### src/l2data_geom_pkg.sv
// geometry is fixed here; bank rows hold {way, set, upper beat bit}, so changing a size means revisiting bank addressing
package l2data_geom_pkg;

  localparam int NUM_WAYS   = 4;
  localparam int NUM_SETS   = 512;
  localparam int NUM_BANKS  = 4;
  localparam int LINE_BEATS = 8;

  // rows per bank, words of a line spread over all banks
  localparam int BANK_ROWS = NUM_WAYS * NUM_SETS * LINE_BEATS / NUM_BANKS;

  // 64-bit data word
  typedef logic [63:0] word_t;

  // byte-write mask
  typedef logic [7:0] wmask_t;

  // address of a word and of a line
  typedef logic [31:3] word_addr_t;
  typedef logic [31:6] line_addr_t;

  // one-hot way and bank
  typedef logic [3:0] way_oh_t;
  typedef logic [3:0] bank_oh_t;

  // way index, set, upper beat bit
  typedef logic [11:0] bank_addr_t;

  typedef logic [2:0] beat_t;

  typedef logic [4:0] snoop_tag_t;

endpackage

### src/l2data_cmd_pkg.sv
// encodings shared with the tag unit and the bus-transaction unit; a request CMD carries a bus_cmd_t
package l2data_cmd_pkg;

  // request operation from the tag unit
  typedef enum logic [1:0] {
    CMD   = 2'd0,
    READ  = 2'd1,
    WRITE = 2'd2
  } req_op_t;

  // bus command, FLUSH is the only one with data
  typedef enum logic [2:0] {
    BUSRD   = 3'd0,
    BUSRDX  = 3'd1,
    BUSUPGR = 3'd2,
    FLUSH   = 3'd3
  } bus_cmd_t;

  // which port owns the banks this cycle
  typedef enum logic [1:0] {
    NONE  = 2'd0,
    REQ   = 2'd1,
    SNOOP = 2'd2
  } src_t;

endpackage

### src/l2data_pipe.sv
// read tracking after issue; a held response freezes the request stages only, snoop reads never stall
module l2data_pipe
  import l2data_geom_pkg::*;
  import l2data_cmd_pkg::*;
(
  input  logic       clk,
  input  logic       rst,
  input  logic       launch_req_valid,
  input  req_op_t    launch_req_op,
  input  bus_cmd_t   launch_cmd,
  input  line_addr_t launch_line,
  input  bank_oh_t   launch_req_bank,
  input  logic       launch_snoop_valid,
  input  snoop_tag_t launch_snoop_tag,
  input  line_addr_t launch_snoop_line,
  input  bank_oh_t   launch_snoop_bank,
  input  word_t      bank_rdata0,
  input  word_t      bank_rdata1,
  input  word_t      bank_rdata2,
  input  word_t      bank_rdata3,
  input  logic       resp_ready,
  output logic       stall,
  output logic       l2data_req_valid,
  output bus_cmd_t   l2data_req_cmd,
  output line_addr_t l2data_req_addr,
  output word_t      l2data_req_data,
  output logic       l2data_snoop_valid,
  output snoop_tag_t l2data_snoop_tag,
  output line_addr_t l2data_snoop_addr,
  output word_t      l2data_snoop_data,
  output logic       l2_resp_valid,
  output word_t      l2_resp_rdata,
  output logic       pipe_busy
);

  logic       s1_valid, s1_arr, s1_have;
  req_op_t    s1_op;
  bus_cmd_t   s1_cmd;
  line_addr_t s1_line;
  bank_oh_t   s1_bank;
  word_t      s1_word;

  logic       s2_valid, s2_have;
  req_op_t    s2_op;
  bus_cmd_t   s2_cmd;
  line_addr_t s2_line;
  bank_oh_t   s2_bank;
  word_t      s2_word;

  logic       ss1_valid, ss2_valid;
  snoop_tag_t ss1_tag, ss2_tag;
  line_addr_t ss1_line, ss2_line;
  bank_oh_t   ss1_bank, ss2_bank;

  word_t      s1_bank_word;
  word_t      s2_data;

  function automatic word_t pick(bank_oh_t sel, word_t w0, word_t w1, word_t w2, word_t w3);
    pick = ({64{sel[0]}} & w0) | ({64{sel[1]}} & w1) |
           ({64{sel[2]}} & w2) | ({64{sel[3]}} & w3);
  endfunction

  assign s1_bank_word = pick(s1_bank, bank_rdata0, bank_rdata1, bank_rdata2, bank_rdata3);

  // bank word is live only in the first stage-2 cycle, later from the capture
  assign s2_data = s2_have ? s2_word
                           : pick(s2_bank, bank_rdata0, bank_rdata1, bank_rdata2, bank_rdata3);

  assign stall = s2_valid && (s2_op == READ) && !resp_ready;

  assign l2_resp_valid    = s2_valid && (s2_op == READ);
  assign l2_resp_rdata    = s2_data;
  assign l2data_req_valid = s2_valid && (s2_op == CMD);
  assign l2data_req_cmd   = s2_cmd;
  assign l2data_req_addr  = s2_line;
  assign l2data_req_data  = s2_data;

  assign l2data_snoop_valid = ss2_valid;
  assign l2data_snoop_tag   = ss2_tag;
  assign l2data_snoop_addr  = ss2_line;
  assign l2data_snoop_data  = pick(ss2_bank, bank_rdata0, bank_rdata1, bank_rdata2, bank_rdata3);

  assign pipe_busy = s1_valid || s2_valid || ss1_valid || ss2_valid;

  always_ff @(posedge clk) begin
    if (rst) begin
      s1_valid  <= 1'b0;
      s2_valid  <= 1'b0;
      ss1_valid <= 1'b0;
      ss2_valid <= 1'b0;
    end else begin
      ss1_valid <= launch_snoop_valid;
      ss2_valid <= ss1_valid;
      if (!stall) begin
        s1_valid <= launch_req_valid;
        s2_valid <= s1_valid;
      end
    end
  end

  // request stages with word capture while frozen
  always_ff @(posedge clk) begin
    if (!stall) begin
      s1_op   <= launch_req_op;
      s1_cmd  <= launch_cmd;
      s1_line <= launch_line;
      s1_bank <= launch_req_bank;
      s1_arr  <= 1'b0;
      s1_have <= 1'b0;
      s2_op   <= s1_op;
      s2_cmd  <= s1_cmd;
      s2_line <= s1_line;
      s2_bank <= s1_bank;
      s2_have <= s1_have || s1_arr;
      s2_word <= s1_have ? s1_word : s1_bank_word;
    end else begin
      if (!s2_have) begin
        s2_word <= s2_data;
        s2_have <= 1'b1;
      end
      // s1 word shows up one cycle after the freeze began
      s1_arr <= 1'b1;
      if (s1_arr && !s1_have) begin
        s1_word <= s1_bank_word;
        s1_have <= 1'b1;
      end
    end
  end

  always_ff @(posedge clk) begin
    ss1_tag  <= launch_snoop_tag;
    ss1_line <= launch_snoop_line;
    ss1_bank <= launch_snoop_bank;
    ss2_tag  <= ss1_tag;
    ss2_line <= ss1_line;
    ss2_bank <= ss1_bank;
  end

endmodule

### config.mk
export PLATFORM = sky130hd
export DESIGN_NAME = l2data_pipe
export DESIGN_NICKNAME = d
export VERILOG_FILES = /design/src/l2data_geom_pkg.sv /design/src/l2data_cmd_pkg.sv /design/src/l2data_pipe.sv
export SDC_FILE = /design/constraint.sdc
export NUM_CORES = 1
export LEC_CHECK = 0
export BUFFER_PORTS_ARGS = -buffer_cell sky130_fd_sc_hd__buf_4
export CAP_MARGIN = 20
export CORE_AREA = 2 2 229 231
export CTS_CLUSTER_SIZE = 25
export DETAILED_ROUTE_END_ITERATION = 8
export DIE_AREA = 0 0 231 233
export GPL_TIMING_DRIVEN = 0
export RECOVER_POWER = 25
export SETUP_SLACK_MARGIN = 0.4
export SLEW_MARGIN = 5
export SYNTH_ARGS = -nofsm -noshare
export SYNTH_HDL_FRONTEND = slang
export SYNTH_SLANG_ARGS = --single-unit
export TNS_END_PERCENT = 10
### constraint.sdc
create_clock -name clk -period 3.9 [get_ports clk]
set_clock_uncertainty 0.2 [all_clocks]
set_input_delay 0.39 -clock clk [delete_from_list [all_inputs] [get_ports clk]]
set_output_delay 0.39 -clock clk [all_outputs]
set_load 0.05 [all_outputs]
==> flow_summary.html <==
<table>
<tr><th>Metric</th><th>Value</th></tr>
<tr><th colspan="2">Final layout</th></tr>
<tr><td>Final nets</td><td>roughly 2600</td></tr>
<tr><td>Count of fill cells added during filler insertion</td><td>approximately 4900</td></tr>
<tr><td>Growth of design area from synthesis to finish</td><td>57.95%</td></tr>
<tr><td>Most common cell after layout, fill and taps aside</td><td>sky130_fd_sc_hd__buf_4</td></tr>
<tr><td>Top library cells by usage in the layout, fill and taps aside</td><td>sky130_fd_sc_hd__buf_4, sky130_fd_sc_hd__a22oi_1, sky130_fd_sc_hd__dlygate4sd3_1, sky130_fd_sc_hd__edfxtp_1, sky130_fd_sc_hd__nand2_1</td></tr>
<tr><td>Layout cells sized above 1</td><td>about a third</td></tr>
<tr><th colspan="2">CTS</th></tr>
<tr><td>Buffers inserted by post-CTS timing repair</td><td>0</td></tr>
<tr><td>Inserted Clock Buffers</td><td>34</td></tr>
<tr><td>Buffer depth of the longest clock path</td><td>3</td></tr>
<tr><td>Cell chosen for the clock root</td><td>sky130_fd_sc_hd__clkbuf_16</td></tr>
<tr><td>Clock sink count</td><td>around 280</td></tr>
<tr><td>CTS H-Tree Depth</td><td>2</td></tr>
<tr><td>Clock transition time at the flip-flop clock pins of the worst setup and hold paths</td><td>60 ps</td></tr>
<tr><td>CTS tree</td><td>done</td></tr>
<tr><td>Source-to-sink clock delay at the later pin of the worst-skew pair</td><td>around 540 ps</td></tr>
<tr><th colspan="2">Timing</th></tr>
<tr><td>Final number of hold-violating endpoints</td><td>0</td></tr>
<tr><td>Max Fclk</td><td>between 0.2 and 0.3 GHz</td></tr>
<tr><td>Max Slew Vio Count</td><td>0</td></tr>
<tr><td>Final setup fails</td><td>0</td></tr>
<tr><td>RSZ-0062 raised after global routing</td><td>no</td></tr>
<tr><td>Worst-margin pin slew</td><td>around 1200 ps</td></tr>
<tr><td>TNS Setup</td><td>0 ps</td></tr>
<tr><td>Share of the cycle needed by the critical path after routing</td><td>86.72%</td></tr>
<tr><td>Final critical-path required period</td><td>about 3400 ps</td></tr>
<tr><td>Worst rel slew slack</td><td>about 18%</td></tr>
<tr><td>Worst setup slack after layout</td><td>slightly above 500 ps</td></tr>
<tr><th colspan="2">Worst hold path</th></tr>
<tr><td>Startpoint of the most critical hold path</td><td>bank_rdata3[49]</td></tr>
<tr><td>Worst Hold Class</td><td>input pin to flop</td></tr>
<tr><td>Worst hold stages</td><td>3</td></tr>
<tr><th colspan="2">Critical path</th></tr>
<tr><td>R2R depth</td><td>6</td></tr>
<tr><td>Slowest stage delay, CP</td><td>between 900 and 1000 ps</td></tr>
<tr><td>Number of buffers and inverters on the critical path</td><td>4</td></tr>
<tr><td>Cell family contributing the most delay on the critical path</td><td>buffers and inverters</td></tr>
<tr><td>Standard cell with the maximum stage delay on the critical path</td><td>sky130_fd_sc_hd__clkbuf_1</td></tr>
<tr><td>Kind of end point of the critical path</td><td>flop</td></tr>
<tr><td>Origin of the worst setup path</td><td>s1_bank[2]</td></tr>
<tr><td>Critical path's most frequent cell</td><td>sky130_fd_sc_hd__dlygate4sd3_1</td></tr>
<tr><td>Number of cells on the critical path</td><td>6</td></tr>
<tr><td>Worst flop-to-flop path startpoint</td><td>s1_bank[2]</td></tr>
<tr><td>Required time at the worst-slack endpoint</td><td>just over 4000 ps</td></tr>
<tr><td>Startpoint type of the worst setup path</td><td>flop</td></tr>
<tr><td>Setup Crit Path Kind</td><td>flop to flop</td></tr>
<tr><td>CP Cell Sequence</td><td>clkbuf_1 &gt; buf_2 &gt; a22oi_1 &gt; dlygate4sd3_1 &gt; nand2_1 &gt; dlygate4sd3_1</td></tr>
<tr><td>Largest fanout on the critical path</td><td>10</td></tr>
<tr><td>Arrival time worst endpoint</td><td>3590 ps</td></tr>
<tr><th colspan="2">Global route</th></tr>
<tr><td>Overflow left after global routing</td><td>0</td></tr>
<tr><td>Overall Global Routing Usage</td><td>24.16%</td></tr>
<tr><td>Initial antenna violation count</td><td>2</td></tr>
<tr><td>Pin count of the biggest net entering global routing</td><td>around 70</td></tr>
<tr><td>First-pass GRT wire length</td><td>approximately 99000 um</td></tr>
<tr><td>Via count of the first global-routing pass</td><td>roughly 16000</td></tr>
<tr><th colspan="2">Power</th></tr>
<tr><td>Net switching power</td><td>roughly 0.0031 W</td></tr>
<tr><td>Net switching share of the total power</td><td>between 30% and 40%</td></tr>
<tr><td>Total power divided by cell area</td><td>a little under 400 nW/um^2</td></tr>
<tr><td>Design internal power</td><td>between 0.006 and 0.007 W</td></tr>
<tr><td>Overall Power</td><td>0.009368 W</td></tr>
<tr><td>Clock power frac</td><td>between 30 and 40%</td></tr>
<tr><td>Worst IR Drop VDD</td><td>0.0004088 V</td></tr>
<tr><td>Leakage dissipation</td><td>10.17 nW</td></tr>
<tr><td>Power share of the sequential group</td><td>a little over a third</td></tr>
<tr><td>Combinational power share</td><td>a little under a third</td></tr>
<tr><th colspan="2">Floorplanning</th></tr>
<tr><td>Chip width</td><td>~230 um</td></tr>
<tr><td>Die ar.</td><td>around 54000 sq um</td></tr>
<tr><td>IO Pins</td><td>588</td></tr>
<tr><td>Chip height</td><td>233 um</td></tr>
<tr><td>Standard-cell row count</td><td>83</td></tr>
<tr><td>Area of the core</td><td>between 50000 and 60000 sq um</td></tr>
<tr><td>Initial standard-cell utilization of the core</td><td>29.20%</td></tr>
<tr><th colspan="2">Drt</th></tr>
<tr><td>Antenna viol nets, final</td><td>0</td></tr>
<tr><td>Routed vias</td><td>16097</td></tr>
<tr><td>Drc violations</td><td>0</td></tr>
<tr><td>Average wire length per cell after detail routing</td><td>approximately 23 um</td></tr>
<tr><td>Total routed wirelength</td><td>about 68000 um</td></tr>
<tr><td>First-pass iteration count of the detailed router</td><td>6</td></tr>
<tr><td>DR iter-0 viols</td><td>approximately 1300</td></tr>
<tr><td>Routed via count divided by cell count</td><td>5.344</td></tr>
<tr><th colspan="2">Yosys</th></tr>
<tr><td>Post-synthesis register bit count</td><td>around 280</td></tr>
<tr><td>Cell count after synthesis</td><td>1451</td></tr>
<tr><td>Yosys warns</td><td>0</td></tr>
<tr><td>Netlist area before placement</td><td>14920 sq um</td></tr>
<tr><td>Syn_nets</td><td>~1800</td></tr>
<tr><td>Post-synthesis average cell area</td><td>between 10 and 15 sq um</td></tr>
<tr><td>Synth unique cells</td><td>23</td></tr>
<tr><td>Seq/Total Area, Yosys</td><td>between 50% and 60%</td></tr>
<tr><th colspan="2">Placement</th></tr>
<tr><td>HPWL after detailed placement</td><td>50090 um</td></tr>
<tr><td>Port Buffers</td><td>approximately 590</td></tr>
<tr><td>Pre-CTS setup slack</td><td>944.6 ps</td></tr>
<tr><td>Final estimated routing congestion in global placement</td><td>between 0.8 and 0.9</td></tr>
<tr><th colspan="2">Run status</th></tr>
<tr><td>Run status</td><td>completed</td></tr>
<tr><th colspan="2">Run</th></tr>
<tr><td>Number of maximum-capacitance constraint violations</td><td>0</td></tr>
</table>
worst paths after layout:
kind                                    end  slack (ps)
worst min-delay path            s1_word[49]          30
worst max register to register  s1_word[37]         520
worst max-delay path            s1_word[37]         520
worst min register to register  ss2_bank[3]         120
per-stage QoR:
stage / hold slack (ps) / util [%] / instance area (sq um) / instances
finish: 32.46 / 46.13 / 23570 / 3012
global route: 10.98 / 46.13 / 23570 / 3012
CTS: 1.204 / 46.42 / 23720 / 3011
global placement: 109.5 / 39.49 / 20180 / 2718
floorplan: 109.6 / - / 14920 / 1451
detailed placement: 112.1 / 39.72 / 20290 / 2723
routing by layer:
metal	track usage, %	vias to the layer above	part of all wire [%]	routed length [um]
li1	-	7289	-	-
met1	28.77	7866	39	26490
met2	43.33	827	51	34900
met3	5.037	115	7.7	5270
met4	7.641	0	2.5	1729
met5	0	-	0	0
cell type report:
cell class	instances	area (sq um)	area share, %
Clock inverter	16	173.9	0.7379
Buffer	198	1095	4.645
Clock buffer	43	958.4	4.066
Tap cell	680	850.8	3.610
Antenna cell	1	2.502	0.01062
Sequential cell	275	7487	31.77
Multi-Input combinational cell	912	6111	25.93
Inverter	66	247.7	1.051
Timing Repair Buffer	821	6643	28.18
worst reg2reg max path, delay by kind of cell, from the launching register on:
| family | cells | cell delay (ps) |
|---|---|---|
| AO/OA/AOI/OAI | 1 | 150 |
| buffers and inverters | 4 | 2480 |
| flip-flops | 1 | 340 |
| AND/OR/NAND/NOR | 1 | 70 |
cell usage after synthesis:
library cell                number  area (sq um)
sky130_fd_sc_hd__and3b_1         1         8.760
sky130_fd_sc_hd__nor2b_1        66         412.9
sky130_fd_sc_hd__buf_1          13         48.80
sky130_fd_sc_hd__nand2_1       132         495.5
sky130_fd_sc_hd__a21o_1         64         480.5
sky130_fd_sc_hd__edfxtp_1      198          5946
sky130_fd_sc_hd__or4_1           1         7.510
sky130_fd_sc_hd__a22o_1        128          1121
sky130_fd_sc_hd__a22oi_1       256          1922
sky130_fd_sc_hd__nor2_1          4         15.01
sky130_fd_sc_hd__a21oi_1        65         325.3
sky130_fd_sc_hd__a31oi_1        64         400.4
sky130_fd_sc_hd__nand4bb_1       1         11.26
sky130_fd_sc_hd__clkbuf_1       44         165.2
sky130_fd_sc_hd__dfxtp_1        77          1541
sky130_fd_sc_hd__o2bb2ai_1      64         560.5
sky130_fd_sc_hd__and3_1          1         6.260
sky130_fd_sc_hd__buf_2          75         375.4
sky130_fd_sc_hd__buf_6           2         22.52
sky130_fd_sc_hd__inv_1          66         247.7
sky130_fd_sc_hd__nor3b_1         1         7.510
sky130_fd_sc_hd__nor3_1         64         320.3
sky130_fd_sc_hd__buf_4          64         480.5
registers in the layout, summed over array words and instances, names as in the netlist, 2 cells and up:
name,flops
l2data_req_addr,26
l2data_req_cmd,3
l2data_snoop_addr,26
l2data_snoop_tag,5
s1_bank,4
s1_cmd,3
s1_line,26
s1_op,2
s1_word,64
s2_bank,4
s2_op,2
s2_word,64
ss1_bank,4
ss1_line,26
ss1_tag,5
ss2_bank,4
cell families after synthesis:
kind of cell / Yosys count / share of synthesized area [%]
AOI/OAI and AO/OA: 641 / 32.23
buffers and inverters: 264 / 8.980
DFF: 275 / 50.18
and+or+nand+nor: 271 / 8.612
power by group through the flow:
stage | sequential [W] | clock [W] | combinational, W
after floorplan | 0.00352 | 0 | 0.00148
after global placement | 0.00340 | 0 | 0.00258
after detailed placement | 0.00340 | 0 | 0.00261
after CTS | 0.00334 | 0.00326 | 0.00284
after global routing | 0.00336 | 0.00337 | 0.00298
final | 0.00334 | 0.00319 | 0.00283
what timing repair did:
action                     in CTS  in global routing
gates resized for setup         1                  1
hold endpoints to repair      136                  0
setup endpoints to repair       7                  2
hold buffers                  229                  0
Power figures use the tool's default switching activity.
