===== config.mk =====
export PLATFORM = sky130hd
export DESIGN_NAME = l2data_issue
export DESIGN_NICKNAME = d
export VERILOG_FILES = /design/src/l2data_geom_pkg.sv /design/src/l2data_cmd_pkg.sv /design/src/l2data_issue.sv
export SDC_FILE = /design/constraint.sdc
export NUM_CORES = 1
export LEC_CHECK = 0
export ABC_CLOCK_PERIOD_IN_PS = 8029
export BUFFER_PORTS_ARGS = -buffer_cell sky130_fd_sc_hd__buf_2
export CAP_MARGIN = 20
export CORE_AREA = 3 3 149 151
export CTS_CLUSTER_DIAMETER = 30
export DETAILED_ROUTE_END_ITERATION = 10
export DIE_AREA = 0 0 152 154
export PLACE_DENSITY_LB_ADDON = 0.15
export REMOVE_ABC_BUFFERS = 1
export SYNTH_ARGS = -nofsm -noshare
export SYNTH_HDL_FRONTEND = slang
export SYNTH_SLANG_ARGS = --single-unit
export TNS_END_PERCENT = 20

===== constraint.sdc =====
create_clock -name clk -period 8.03 [get_ports clk]
set_input_delay 0.803 -clock clk [delete_from_list [all_inputs] [get_ports clk]]
set_output_delay 0.803 -clock clk [all_outputs]
set_load 0.03 [all_outputs]

===== src/l2data_geom_pkg.sv =====
// geometry is fixed here; bank rows hold {way, set, upper beat bit}, so changing a size means revisiting bank addressing
package l2data_geom_pkg;

  localparam int NUM_WAYS   = 4;
  localparam int NUM_SETS   = 512;
  localparam int NUM_BANKS  = 4;
  localparam int LINE_BEATS = 8;

  // rows per bank, words of a line spread over all banks
  localparam int BANK_ROWS = NUM_WAYS * NUM_SETS * LINE_BEATS / NUM_BANKS;

  // 64-bit data word
  typedef logic [63:0] word_t;

  // byte-write mask
  typedef logic [7:0] wmask_t;

  // address of a word and of a line
  typedef logic [31:3] word_addr_t;
  typedef logic [31:6] line_addr_t;

  // one-hot way and bank
  typedef logic [3:0] way_oh_t;
  typedef logic [3:0] bank_oh_t;

  // way index, set, upper beat bit
  typedef logic [11:0] bank_addr_t;

  typedef logic [2:0] beat_t;

  typedef logic [4:0] snoop_tag_t;

endpackage


===== src/l2data_cmd_pkg.sv =====
// encodings shared with the tag unit and the bus-transaction unit; a request CMD carries a bus_cmd_t
package l2data_cmd_pkg;

  // request operation from the tag unit
  typedef enum logic [1:0] {
    CMD   = 2'd0,
    READ  = 2'd1,
    WRITE = 2'd2
  } req_op_t;

  // bus command, FLUSH is the only one with data
  typedef enum logic [2:0] {
    BUSRD   = 3'd0,
    BUSRDX  = 3'd1,
    BUSUPGR = 3'd2,
    FLUSH   = 3'd3
  } bus_cmd_t;

  // which port owns the banks this cycle
  typedef enum logic [1:0] {
    NONE  = 2'd0,
    REQ   = 2'd1,
    SNOOP = 2'd2
  } src_t;

endpackage


===== src/l2data_issue.sv =====
// one request and one snoop held at stage 0; fill data must arrive on the cycles right after the snoop handshake
module l2data_issue
  import l2data_geom_pkg::*;
  import l2data_cmd_pkg::*;
(
  input  logic       clk,
  input  logic       rst,
  input  logic       l2tag_req_valid,
  input  req_op_t    l2tag_req_op,
  input  bus_cmd_t   l2tag_req_cmd,
  input  word_addr_t l2tag_req_addr,
  input  way_oh_t    l2tag_req_way,
  input  wmask_t     l2tag_req_wmask,
  input  word_t      l2tag_req_wdata,
  output logic       l2data_req_ready,
  input  logic       l2tag_snoop_valid,
  input  snoop_tag_t l2tag_snoop_tag,
  input  line_addr_t l2tag_snoop_addr,
  input  way_oh_t    l2tag_snoop_way,
  input  logic       l2tag_snoop_wen,
  input  word_t      l2tag_snoop_wdata,
  output logic       l2data_snoop_ready,
  input  logic       trans_req_ready,
  input  logic       trans_snoop_ready,
  input  logic       stall,
  output src_t       bank_src,
  output bank_oh_t   bank_sel,
  output bank_addr_t bank_addr,
  output logic       bank_wen,
  output wmask_t     bank_wmask,
  output word_t      bank_wdata,
  output logic       launch_req_valid,
  output req_op_t    launch_req_op,
  output bus_cmd_t   launch_cmd,
  output line_addr_t launch_line,
  output bank_oh_t   launch_req_bank,
  output logic       launch_snoop_valid,
  output snoop_tag_t launch_snoop_tag,
  output line_addr_t launch_snoop_line,
  output bank_oh_t   launch_snoop_bank,
  output logic       s0_busy
);

  logic       s0_req_valid;
  req_op_t    s0_req_op;
  bus_cmd_t   s0_req_cmd;
  word_addr_t s0_req_addr;
  way_oh_t    s0_req_way;
  wmask_t     s0_req_wmask;
  word_t      s0_req_wdata;
  beat_t      req_beat;

  logic       s0_snoop_valid;
  snoop_tag_t s0_snoop_tag;
  line_addr_t s0_snoop_addr;
  way_oh_t    s0_snoop_way;
  logic       s0_snoop_wen;
  beat_t      snoop_beat;

  // a request read sitting in pipe stage 1
  logic       rd_s1;

  logic       req_flush;
  logic       req_last;
  logic       snoop_last;
  logic       req_go;
  logic       req_issue;
  logic       snoop_issue;
  bank_oh_t   req_sel;
  bank_oh_t   snoop_sel;
  bank_addr_t req_row;
  bank_addr_t snoop_row;

  function automatic logic [1:0] way_idx(way_oh_t oh);
    way_idx = {oh[2] | oh[3], oh[1] | oh[3]};
  endfunction

  assign req_flush  = (s0_req_op == CMD) && (s0_req_cmd == FLUSH);
  assign req_last   = (req_beat == beat_t'(LINE_BEATS - 1));
  assign snoop_last = (snoop_beat == beat_t'(LINE_BEATS - 1));

  // a started flush owns the banks until its last beat
  assign snoop_issue = s0_snoop_valid && (req_beat == '0) &&
                       (s0_snoop_wen || trans_snoop_ready || (snoop_beat != '0));

  // flush start also waits for stage 1 to hold no read that could stall behind it
  always_comb begin
    case (s0_req_op)
      READ:    req_go = !stall;
      WRITE:   req_go = 1'b1;
      default: req_go = req_flush ? ((req_beat != '0) ||
                                     (trans_req_ready && !stall && !rd_s1))
                                  : (trans_req_ready && !stall);
    endcase
  end

  assign req_issue = s0_req_valid && req_go && !snoop_issue;

  assign req_sel   = bank_oh_t'(1) << (req_flush ? req_beat[1:0] : s0_req_addr[4:3]);
  assign req_row   = {way_idx(s0_req_way), s0_req_addr[14:6],
                      req_flush ? req_beat[2] : s0_req_addr[5]};
  assign snoop_sel = bank_oh_t'(1) << snoop_beat[1:0];
  assign snoop_row = {way_idx(s0_snoop_way), s0_snoop_addr[14:6], snoop_beat[2]};

  assign l2data_req_ready = !s0_req_valid || (req_issue && (!req_flush || req_last));

  // no new snoop while a flush continues, a fill cannot wait for its data
  assign l2data_snoop_ready = (!s0_snoop_valid || (snoop_issue && snoop_last)) &&
                              !(req_issue && req_flush && !req_last);

  always_comb begin
    bank_src   = NONE;
    bank_sel   = '0;
    bank_addr  = req_row;
    bank_wen   = 1'b0;
    bank_wmask = s0_req_wmask;
    bank_wdata = s0_req_wdata;
    if (snoop_issue) begin
      bank_src   = SNOOP;
      bank_sel   = snoop_sel;
      bank_addr  = snoop_row;
      bank_wen   = s0_snoop_wen;
      bank_wdata = l2tag_snoop_wdata;
    end else if (req_issue) begin
      bank_src = REQ;
      // plain bus commands touch no bank
      bank_sel = (s0_req_op == CMD && !req_flush) ? '0 : req_sel;
      bank_wen = (s0_req_op == WRITE);
    end
  end

  assign launch_req_valid   = req_issue && (s0_req_op != WRITE);
  assign launch_req_op      = s0_req_op;
  assign launch_cmd         = s0_req_cmd;
  assign launch_line        = s0_req_addr[31:6];
  assign launch_req_bank    = req_sel;
  assign launch_snoop_valid = snoop_issue && !s0_snoop_wen;
  assign launch_snoop_tag   = s0_snoop_tag;
  assign launch_snoop_line  = s0_snoop_addr;
  assign launch_snoop_bank  = snoop_sel;
  assign s0_busy            = s0_req_valid || s0_snoop_valid;

  always_ff @(posedge clk) begin
    if (rst) begin
      s0_req_valid   <= 1'b0;
      s0_snoop_valid <= 1'b0;
      req_beat       <= '0;
      snoop_beat     <= '0;
      rd_s1          <= 1'b0;
    end else begin
      if (l2data_req_ready) begin
        s0_req_valid <= l2tag_req_valid;
      end
      if (l2data_snoop_ready) begin
        s0_snoop_valid <= l2tag_snoop_valid;
      end
      // counters wrap to zero after the last beat
      if (req_issue && req_flush) begin
        req_beat <= req_beat + 1'b1;
      end
      if (snoop_issue) begin
        snoop_beat <= snoop_beat + 1'b1;
      end
      if (!stall) begin
        rd_s1 <= launch_req_valid && (s0_req_op == READ);
      end
    end
  end

  always_ff @(posedge clk) begin
    if (l2data_req_ready && l2tag_req_valid) begin
      s0_req_op    <= l2tag_req_op;
      s0_req_cmd   <= l2tag_req_cmd;
      s0_req_addr  <= l2tag_req_addr;
      s0_req_way   <= l2tag_req_way;
      s0_req_wmask <= l2tag_req_wmask;
      s0_req_wdata <= l2tag_req_wdata;
    end
    if (l2data_snoop_ready && l2tag_snoop_valid) begin
      s0_snoop_tag  <= l2tag_snoop_tag;
      s0_snoop_addr <= l2tag_snoop_addr;
      s0_snoop_way  <= l2tag_snoop_way;
      s0_snoop_wen  <= l2tag_snoop_wen;
    end
  end

endmodule


==> impl_metrics.ini, run 1 <==
[die]
io_pins = 383
die_area_um2 = 23400
core_um2 = 21000
die_y_um = 154
floorplan.die.width_um = 152
initial_core_util_pct = 30.2
rows = 53

[yosys]
seq_area_frac_synth_pct = 71.3
synth_edf_count = 144
synthCells = 374
syn_avg_cell_area_um2 = 16.9
synth_xor_area_share_pct = 0.139
netlist_area_um2 = 6320
yosys.area_share.adder_pct = 2.18
yosys_warnings = 0
synth-async-reset-ratio_pct = 0
synth_ff_type = edfxtp_1
synth_top_family_by_area = multiplexers
synth_area_leader_cell = edfxtp_1
synth.distinct_cells = 40
synth_seq_cells = 153
yosys.area_share.simple_pct = 4.10
synthTopCellsByArea = edfxtp_1 (68%), mux2_2 (7.3%), mux2_1 (5.9%)
synth_compound_gate_area_share_pct = 3.44
muxShareOfSynthArea_pct = 13.7
synth.top_cell.area_share_pct = 68.4

[clocking]
post_cts_resized = 0
path_clk_slew_ns = 0.07
clk_latency_ns = 0.42
tritoncts = yes
post_cts_buffers = 0
htreeDepth = 4
clock_sinks = 153
cts_made_buffers = 17
clk_path_buf_depth = 2
cts_root_buffer = clkbuf_16
postCtsHoldBufs = 0

[finish]
finalNetCount = 967
drive_above_1_share_pct = 62.2
area_growth_pct = 41.9
register_area_um2 = 4500
final_cell_mix = buf_2 (380), edfxtp_1 (144), mux2_2 (41), mux2_1 (33), clkbuf_16 (17)
nFillCells = 2028
final_common_cell = buf_2
multi_input_area_um2 = 1520

[critical_path]
r2r_end = s0_req_wdata[44]
path_max_fanout = 62
cpPeakStageDelay_ns = 0.75
critical_path_class = register to output pin
crit_slowest_cell = buf_4
worstSetupEndpointType = output pin
path_cells = inv_1 > ha_1 > nor4b_4 > nor2_4 > buf_4 > mux2_2 > buf_2
r2r_slack_ns = 4.75
rr_worst_depth = 7
critPathLaunchType = register
path_buf_inv = 3
crit_family = buffers and inverters
cp.required_ns = 7.23
r2r_start = launch_req_op[0]
cp_data_arrival_time_ns = 3.39

[min_path]
hold_depth = 2
min_from = rd_s1
hp-class = register to register
whs_endpoint = rd_s1

[run_status]
status = complete, no violations

[power]
ir_drop_mv = 0.120
finalPower_mw = 2.16
p_leak_nw = 3.88
power_density_nw_per_um2 = 241

[timing]
slew_headroom_pct = 45.6
period_needed_ns = 4.20
finalCritPeriodShare_pct = 52.3
worstMarginPinSlew_ns = 0.816
hold_violations = 0
fin_skew_ns = 0.0167
tns_ns = 0
clock.fmax_ghz = 0.238
finalSetupViolations = 0
worst_slack_ns = 3.83
report.final.slew_viol_count = 0
rsz0062_at_grt = false

[detailed_routing]
final_antenna_net_count = 0
viasPerCell = 4.35
num_vias = 4480
drt_iter0_drc = 257
dr.pass1.iters = 4
wire_per_inst_um = 18.1
drc = 0
drt-total-wl_um = 18600

[grt]
antenna_found_initial = 6
grt.total_usage_pct = 15.3
grt.overflow.total = 0
grt_pass1_vias = 4809
grt_pass1_wl_um = 27500
grt_max_degree = 63

[place]
dp_hpwl_um = 14700
io_buffers = 380
pre_cts_slack_ns = 4.08
place.gp.congestion = 0.846

[flow_run]
cap_violations = 0
[worst max path at each step]
stage	cells after the start	endpoint	from
after CTS	7	bank_wdata[12]	snoop_beat[0]
after detailed placement	6	bank_wdata[12]	trans_snoop_ready
after global placement	6	bank_wdata[12]	trans_snoop_ready
after global routing	7	bank_wdata[12]	req_beat[0]
after floorplan	6	bank_wmask[0]	launch_req_op[0]
final	7	bank_wdata[27]	snoop_beat[0]
[cell usage after synthesis (all sizes together) (6+ instances only)]
cell type	number
edfxtp	144
inv	16
o21ai	8
buf	36
dfxtp	9
mux2	74
a21oi	6
ha	11
nor2	14
nand2	10
nand2b	6
[power by group]
part | internal, mW | total [mW] | switching, mW
clock | 0.466 | 0.806 | 0.340
sequential | 0.940 | 0.959 | 0.0187
combinational | 0.134 | 0.400 | 0.266
total | 1.54 | 2.16 | 0.625
[per-layer routing]
metal | vias to the layer above | share of wire (%) | global-route usage, % | wire (um)
li1 | 2113 | - | - | -
met1 | 2140 | 36 | 16.4 | 6770
met5 | - | 0.28 | 0 | 52
met3 | 23 | 8.0 | 6.11 | 1490
met4 | 6 | 1.4 | 5.01 | 260
met2 | 198 | 54 | 27.7 | 10000
[metrics by stage]
step / util, % / instance area, um^2 / hold slack [ns] / std cells
after floorplan: - / 6050 / 0.446 / 336
after global placement: 39.9 / 8350 / 0.463 / 994
after detailed placement: 39.9 / 8350 / 0.480 / 994
after CTS: 42.7 / 8940 / 0.488 / 1025
after global routing: 42.8 / 8970 / 0.523 / 1028
final: 42.8 / 8970 / 0.488 / 1029
[worst reg2reg max path: cells and delay by family (launching register included)]
family | cells | cell delay (ns)
flip-flops | 1 | 0.45
adder cells (fa/ha/maj) | 1 | 0.20
AO/OA/AOI/OAI | 3 | 0.91
buffers and inverters | 2 | 0.75
AND/OR/NAND/NOR | 1 | 0.53
[sequential cells by signal, summed over array words and instances (netlist names)]
signal	cells
launch_req_op	2
launch_snoop_line	26
s0_req_wdata	64
s0_snoop_valid	1
launch_snoop_tag	5
req_beat	3
launch_cmd	3
bank_wmask	8
snoop_beat	3
s0_req_valid	1
s0_req_addr	29
s0_snoop_way	3
s0_req_way	3
rd_s1	1
s0_snoop_wen	1
[area by class of cell]
| type | count | share of cell area (%) |
|---|---|---|
| clock inverters | 14 | 1.84 |
| repair buffers | 384 | 21.7 |
| clock buffers | 17 | 4.74 |
| inverters | 16 | 0.670 |
| diodes | 3 | 0.0837 |
| flip-flops and latches | 153 | 50.2 |
| well taps | 275 | 3.84 |
| multi-input cells | 167 | 16.9 |
[cells by family after synthesis]
logic type / Yosys count
buffers and inverters: 54
adders and majority gates: 11
DFF: 153
and+or+nand+nor: 48
xor gates and xnor gates: 1
muxes: 77
AOI/OAI and AO/OA: 30
Note: power is estimated with default switching activity, not from simulation.
==> run 2, diff against run 1 <==
Settings changed: ABC_CLOCK_PERIOD_IN_PS 8029 to 3600, CORE_AREA 3 3 149 151 to 3 3 148 150, DIE_AREA 0 0 152 154 to 0 0 151 153.
Clock period 8.03 ns to 3.6 ns, I/O delays scaled along.
==> impl_metrics.ini, run 2 (synthesized netlist as in run 1, its figures left out) <==
[clocking]
clock_sinks = 153
cts_made_buffers = 17
clk_latency_ns = 0.41
cts_root_buffer = clkbuf_16
postCtsHoldBufs = 0
tritoncts = yes
post_cts_resized = 0
clk_path_buf_depth = 2
post_cts_buffers = 0
htreeDepth = 4
path_clk_slew_ns = 0.07

[power]
p_sw_mw = 1.42
p_int_mw = 3.46
ir_drop_mv = 0.309
switching_share_pct = 29.1
finalPower_mw = 4.88
power_density_nw_per_um2 = 540
p_leak_nw = 3.93
combPwrFrac_pct = 18.5
pwr-share-clk_pct = 37.7
seqPwrFrac_pct = 43.8

[timing]
tns_ns = 0
hold_violations = 0
clock.fmax_ghz = 0.316
finalSetupViolations = 0
finalCritPeriodShare_pct = 88.0
rsz0062_at_grt = false
report.final.slew_viol_count = 0
worst_slack_ns = 0.431
fin_skew_ns = 0.0124
period_needed_ns = 3.17
slew_headroom_pct = 59.5
worstMarginPinSlew_ns = 0.607

[place]
dp_hpwl_um = 14200
pre_cts_slack_ns = 0.654
place_inst = 999
io_buffers = 380
place.gp.congestion = 0.843

[run_status]
status = complete, no violations

[die]
die_y_um = 153
initial_core_util_pct = 30.4
die_area_um2 = 23100
rows = 53
core_um2 = 20800
io_pins = 383
floorplan.die.width_um = 151

[finish]
antenna_cells = 0
fin_util_pct = 43.4
multi_input_area_um2 = 1520
instances_no_fill = 1031
largest_reg_flops = 64
register_area_um2 = 4500
regMostFlops = s0_req_wdata
nFillCells = 1994
final_common_cell = buf_2
area_growth_pct = 43.0
finalNetCount = 971
drive_above_1_share_pct = 62.3
final_cell_mix = buf_2 (380), edfxtp_1 (144), mux2_2 (41), mux2_1 (33), clkbuf_16 (17)

[detailed_routing]
drt-total-wl_um = 18000
wire_per_inst_um = 17.5
final_antenna_net_count = 0
viasPerCell = 4.33
dr.pass1.iters = 4
drt_iter0_drc = 160
num_vias = 4469
drc = 0

[critical_path]
crit_family = buffers and inverters
critPathLaunchType = register
worstSetupEndpointType = output pin
cp.required_ns = 3.24
critical_path_class = register to output pin
path_buf_inv = 4
path_cells = inv_1 > ha_1 > nand4b_1 > buf_4 > o21ba_2 > a21o_1 > inv_2 > a22o_1 > buf_2
path_max_fanout = 10
cp_data_arrival_time_ns = 2.81
crit_slowest_cell = edfxtp_1
cpPeakStageDelay_ns = 0.42

[grt]
grt_pass1_vias = 4675
grt_pass1_wl_um = 26300
grt.overflow.total = 0
grt_max_degree = 66
grt.total_usage_pct = 15.2
antenna_found_initial = 3

[flow_run]
cap_violations = 0

[min_path]
hp-class = primary input to register
==> run 2: changes by cell type in the layout (fill, tap and decap cells not counted), sizes merged <==
cell	change
buf	+4
clkinvlp	-3
inv	+2
clkinv	+2
diode	-3
==> run 2: worst paths after layout <==
kind	start	endpoint	slack, ns	depth (start not counted)
setup / recovery	launch_req_op[0]	bank_wen	0.43	9
hold / removal	l2tag_req_addr[16]	s0_req_addr[16]	0.11	1
setup reg to reg	launch_req_op[0]	s0_req_addr[25]	0.65	8
hold reg to reg	rd_s1	rd_s1	0.48	2
==> run 2: area by class of cell <==
type / instances / share of cell area, %
clock buffers: 17 / 4.71
well taps: 275 / 3.81
inverters: 16 / 0.665
repair buffers: 388 / 22.1
flip-flops and latches: 153 / 49.8
multi-input cells: 167 / 16.8
clock inverters: 15 / 2.04
==> run 2: worst reg2reg max path, cell delays in order (launching register included) <==
cell,delay [ns]
edfxtp_1,0.42
inv_1,0.10
ha_1,0.18
nand4b_1,0.35
buf_4,0.31
o21ba_2,0.23
a21o_1,0.26
o22ai_4,0.18
buf_4,0.51
==> run 2: power by group through the flow <==
stage / Clock [mW] / Sequential, mW / Combinational (mW)
after global placement: 0 / 2.17 / 0.909
final: 1.84 / 2.14 / 0.901
after global routing: 1.97 / 2.15 / 0.958
after CTS: 1.90 / 2.14 / 0.915
after floorplan: 0 / 2.29 / 0.457
after detailed placement: 0 / 2.17 / 0.912
==> run 2: routing by layer <==
layer  vias up  global-route usage, %  routed length, um
met5         -                      0                 34
met1      2129                   16.1               6560
met4         6                   4.84                345
met3        29                   5.31               1390
li1       2116                      -                  -
met2       189                   27.8               9700
==> run 2: metrics by stage <==
| step | hold slack, ns | area, um^2 |
|---|---|---|
| 3_3_place_gp | 0.460 | 8430 |
| 6_report | 0.115 | 9040 |
| 3_5_place_dp | 0.470 | 8430 |
| 2_1_floorplan | 0.425 | 6050 |
| 4_1_cts | 0.0919 | 9040 |
| 5_1_grt | 0.0821 | 9040 |
==> run 3, diff against run 2 <==
Settings changed: PLACE_DENSITY_LB_ADDON 0.15 to not set, SLEW_MARGIN set to 20.
==> impl_metrics.ini, run 3 (synthesized netlist as in run 1, its figures left out) <==
[clocking]
htreeDepth = 4
cts_made_buffers = 17
post_cts_resized = 0
clock_sinks = 153
postCtsHoldBufs = 0
tritoncts = yes
post_cts_buffers = 0
cts_root_buffer = clkbuf_16
clk_path_buf_depth = 2
clk_latency_ns = 0.41
path_clk_slew_ns = 0.07

[power]
ir_drop_mv = 0.268
p_sw_mw = 1.39
pwr-share-clk_pct = 35.7
power_density_nw_per_um2 = 525
combPwrFrac_pct = 18.9
p_int_mw = 3.31
seqPwrFrac_pct = 45.4
switching_share_pct = 29.6
p_leak_nw = 3.89
finalPower_mw = 4.70

[critical_path]
crit_slowest_cell = edfxtp_1
critical_path_class = register to output pin
path_max_fanout = 8
cp_data_arrival_time_ns = 2.70
path_cells = inv_1 > ha_1 > nand4b_1 > o21ai_1 > a21o_1 > inv_2 > a21oi_1 > buf_2
cpPeakStageDelay_ns = 0.42
worstSetupEndpointType = output pin
rr_worst_depth = 8
cp.required_ns = 3.24
critPathLaunchType = register
r2r_slack_ns = 0.79

[finish]
largest_reg_flops = 64
antenna_cells = 0
nFillCells = 1957
area_growth_pct = 41.7
regMostFlops = s0_req_wdata
drive_above_1_share_pct = 62.2
finalNetCount = 969
fin_util_pct = 43.0
final_common_cell = buf_2
final_cell_mix = buf_2 (380), edfxtp_1 (144), mux2_2 (41), mux2_1 (33), clkbuf_16 (17)
design_area_um2 = 8950

[die]
core_um2 = 20800
io_pins = 383
floorplan.die.width_um = 151
die_area_um2 = 23100
initial_core_util_pct = 30.4
die_y_um = 153
rows = 53

[grt]
grt.total_usage_pct = 14.4
grt_pass1_vias = 4420
grt_max_degree = 64
grt.overflow.total = 0
grt_pass1_wl_um = 25100
antenna_found_initial = 1

[detailed_routing]
drt-total-wl_um = 17200
wire_per_inst_um = 16.7
num_vias = 4361
final_antenna_net_count = 0
drc = 0
drt_iter0_drc = 190
dr.pass1.iters = 4
viasPerCell = 4.24

[timing]
worstMarginPinSlew_ns = 0.625
period_needed_ns = 3.06
clock.fmax_ghz = 0.327
report.final.slew_viol_count = 0
fin_skew_ns = 0.0132
finalSetupViolations = 0
rsz0062_at_grt = false
hold_violations = 0
slew_headroom_pct = 58.3
finalCritPeriodShare_pct = 84.9

[place]
io_buffers = 380
dp_hpwl_um = 13300
place.gp.congestion = 0.772
postPlaceCellArea_um2 = 8400

[flow_run]
cap_violations = 0

[run_status]
status = complete, no violations

[min_path]
hp-class = primary input to register
hold_depth = 1
## run 3: critical path, delay by kind of cell (launching register included)
family | cells | cell delay, ns
adder cells (fa/ha/maj) | 1 | 0.17
AND/OR/NAND/NOR | 1 | 0.34
flip-flops | 1 | 0.42
buffers and inverters | 3 | 0.47
AO/OA/AOI/OAI | 3 | 0.90
## run 3: worst paths after layout
| check | from | endpoint |
|---|---|---|
| setup reg to reg | launch_req_op[0] | s0_snoop_way[2] |
| setup / recovery | launch_req_op[0] | l2data_snoop_ready |
| hold reg to reg | rd_s1 | rd_s1 |
| hold / removal | l2tag_req_addr[12] | s0_req_addr[12] |
## run 3: routing by layer
| metal | routed length (um) | up-vias | GRT usage, % | share of wire, % |
|---|---|---|---|---|
| met5 | 18 | - | 0 | 0.10 |
| met1 | 6490 | 2022 | 16.4 | 38 |
| met3 | 1620 | 18 | 5.63 | 9.4 |
| li1 | - | 2113 | - | - |
| met2 | 8780 | 206 | 24.9 | 51 |
| met4 | 265 | 2 | 4.32 | 1.5 |
## run 3: final cells by class
class | instances | area [um^2] | area share (%)
clock inverter | 15 | 129 | 1.44
sequential | 153 | 4500 | 50.3
timing repair buffer | 386 | 1970 | 22.0
multi-input combinational | 167 | 1520 | 17.0
tap | 275 | 344 | 3.84
inverter | 16 | 60.1 | 0.671
clock buffer | 17 | 425 | 4.75
## run 3: stage by stage
| step | hold slack, ns | worst slack (ns) | setup TNS (ns) | cells |
|---|---|---|---|---|
| final | 0.116 | 0.544 | 0 | 1029 |
| after global placement | 0.463 | 0.817 | 0 | 997 |
| after floorplan | 0.425 | -4.16 | -665.73 | 336 |
| after global routing | 0.0868 | 0.337 | 0 | 1029 |
| after detailed placement | 0.465 | 0.781 | 0 | 997 |
| after CTS | 0.0883 | 0.521 | 0 | 1029 |
## run 3: power groups by stage
| stage | combinational (mW) | clock (mW) | sequential, mW |
|---|---|---|---|
| global route | 0.948 | 1.82 | 2.15 |
| global placement | 0.895 | 0 | 2.17 |
| floorplan | 0.457 | 0 | 2.29 |
| finish | 0.887 | 1.68 | 2.14 |
| detailed placement | 0.899 | 0 | 2.17 |
| CTS | 0.901 | 1.74 | 2.14 |
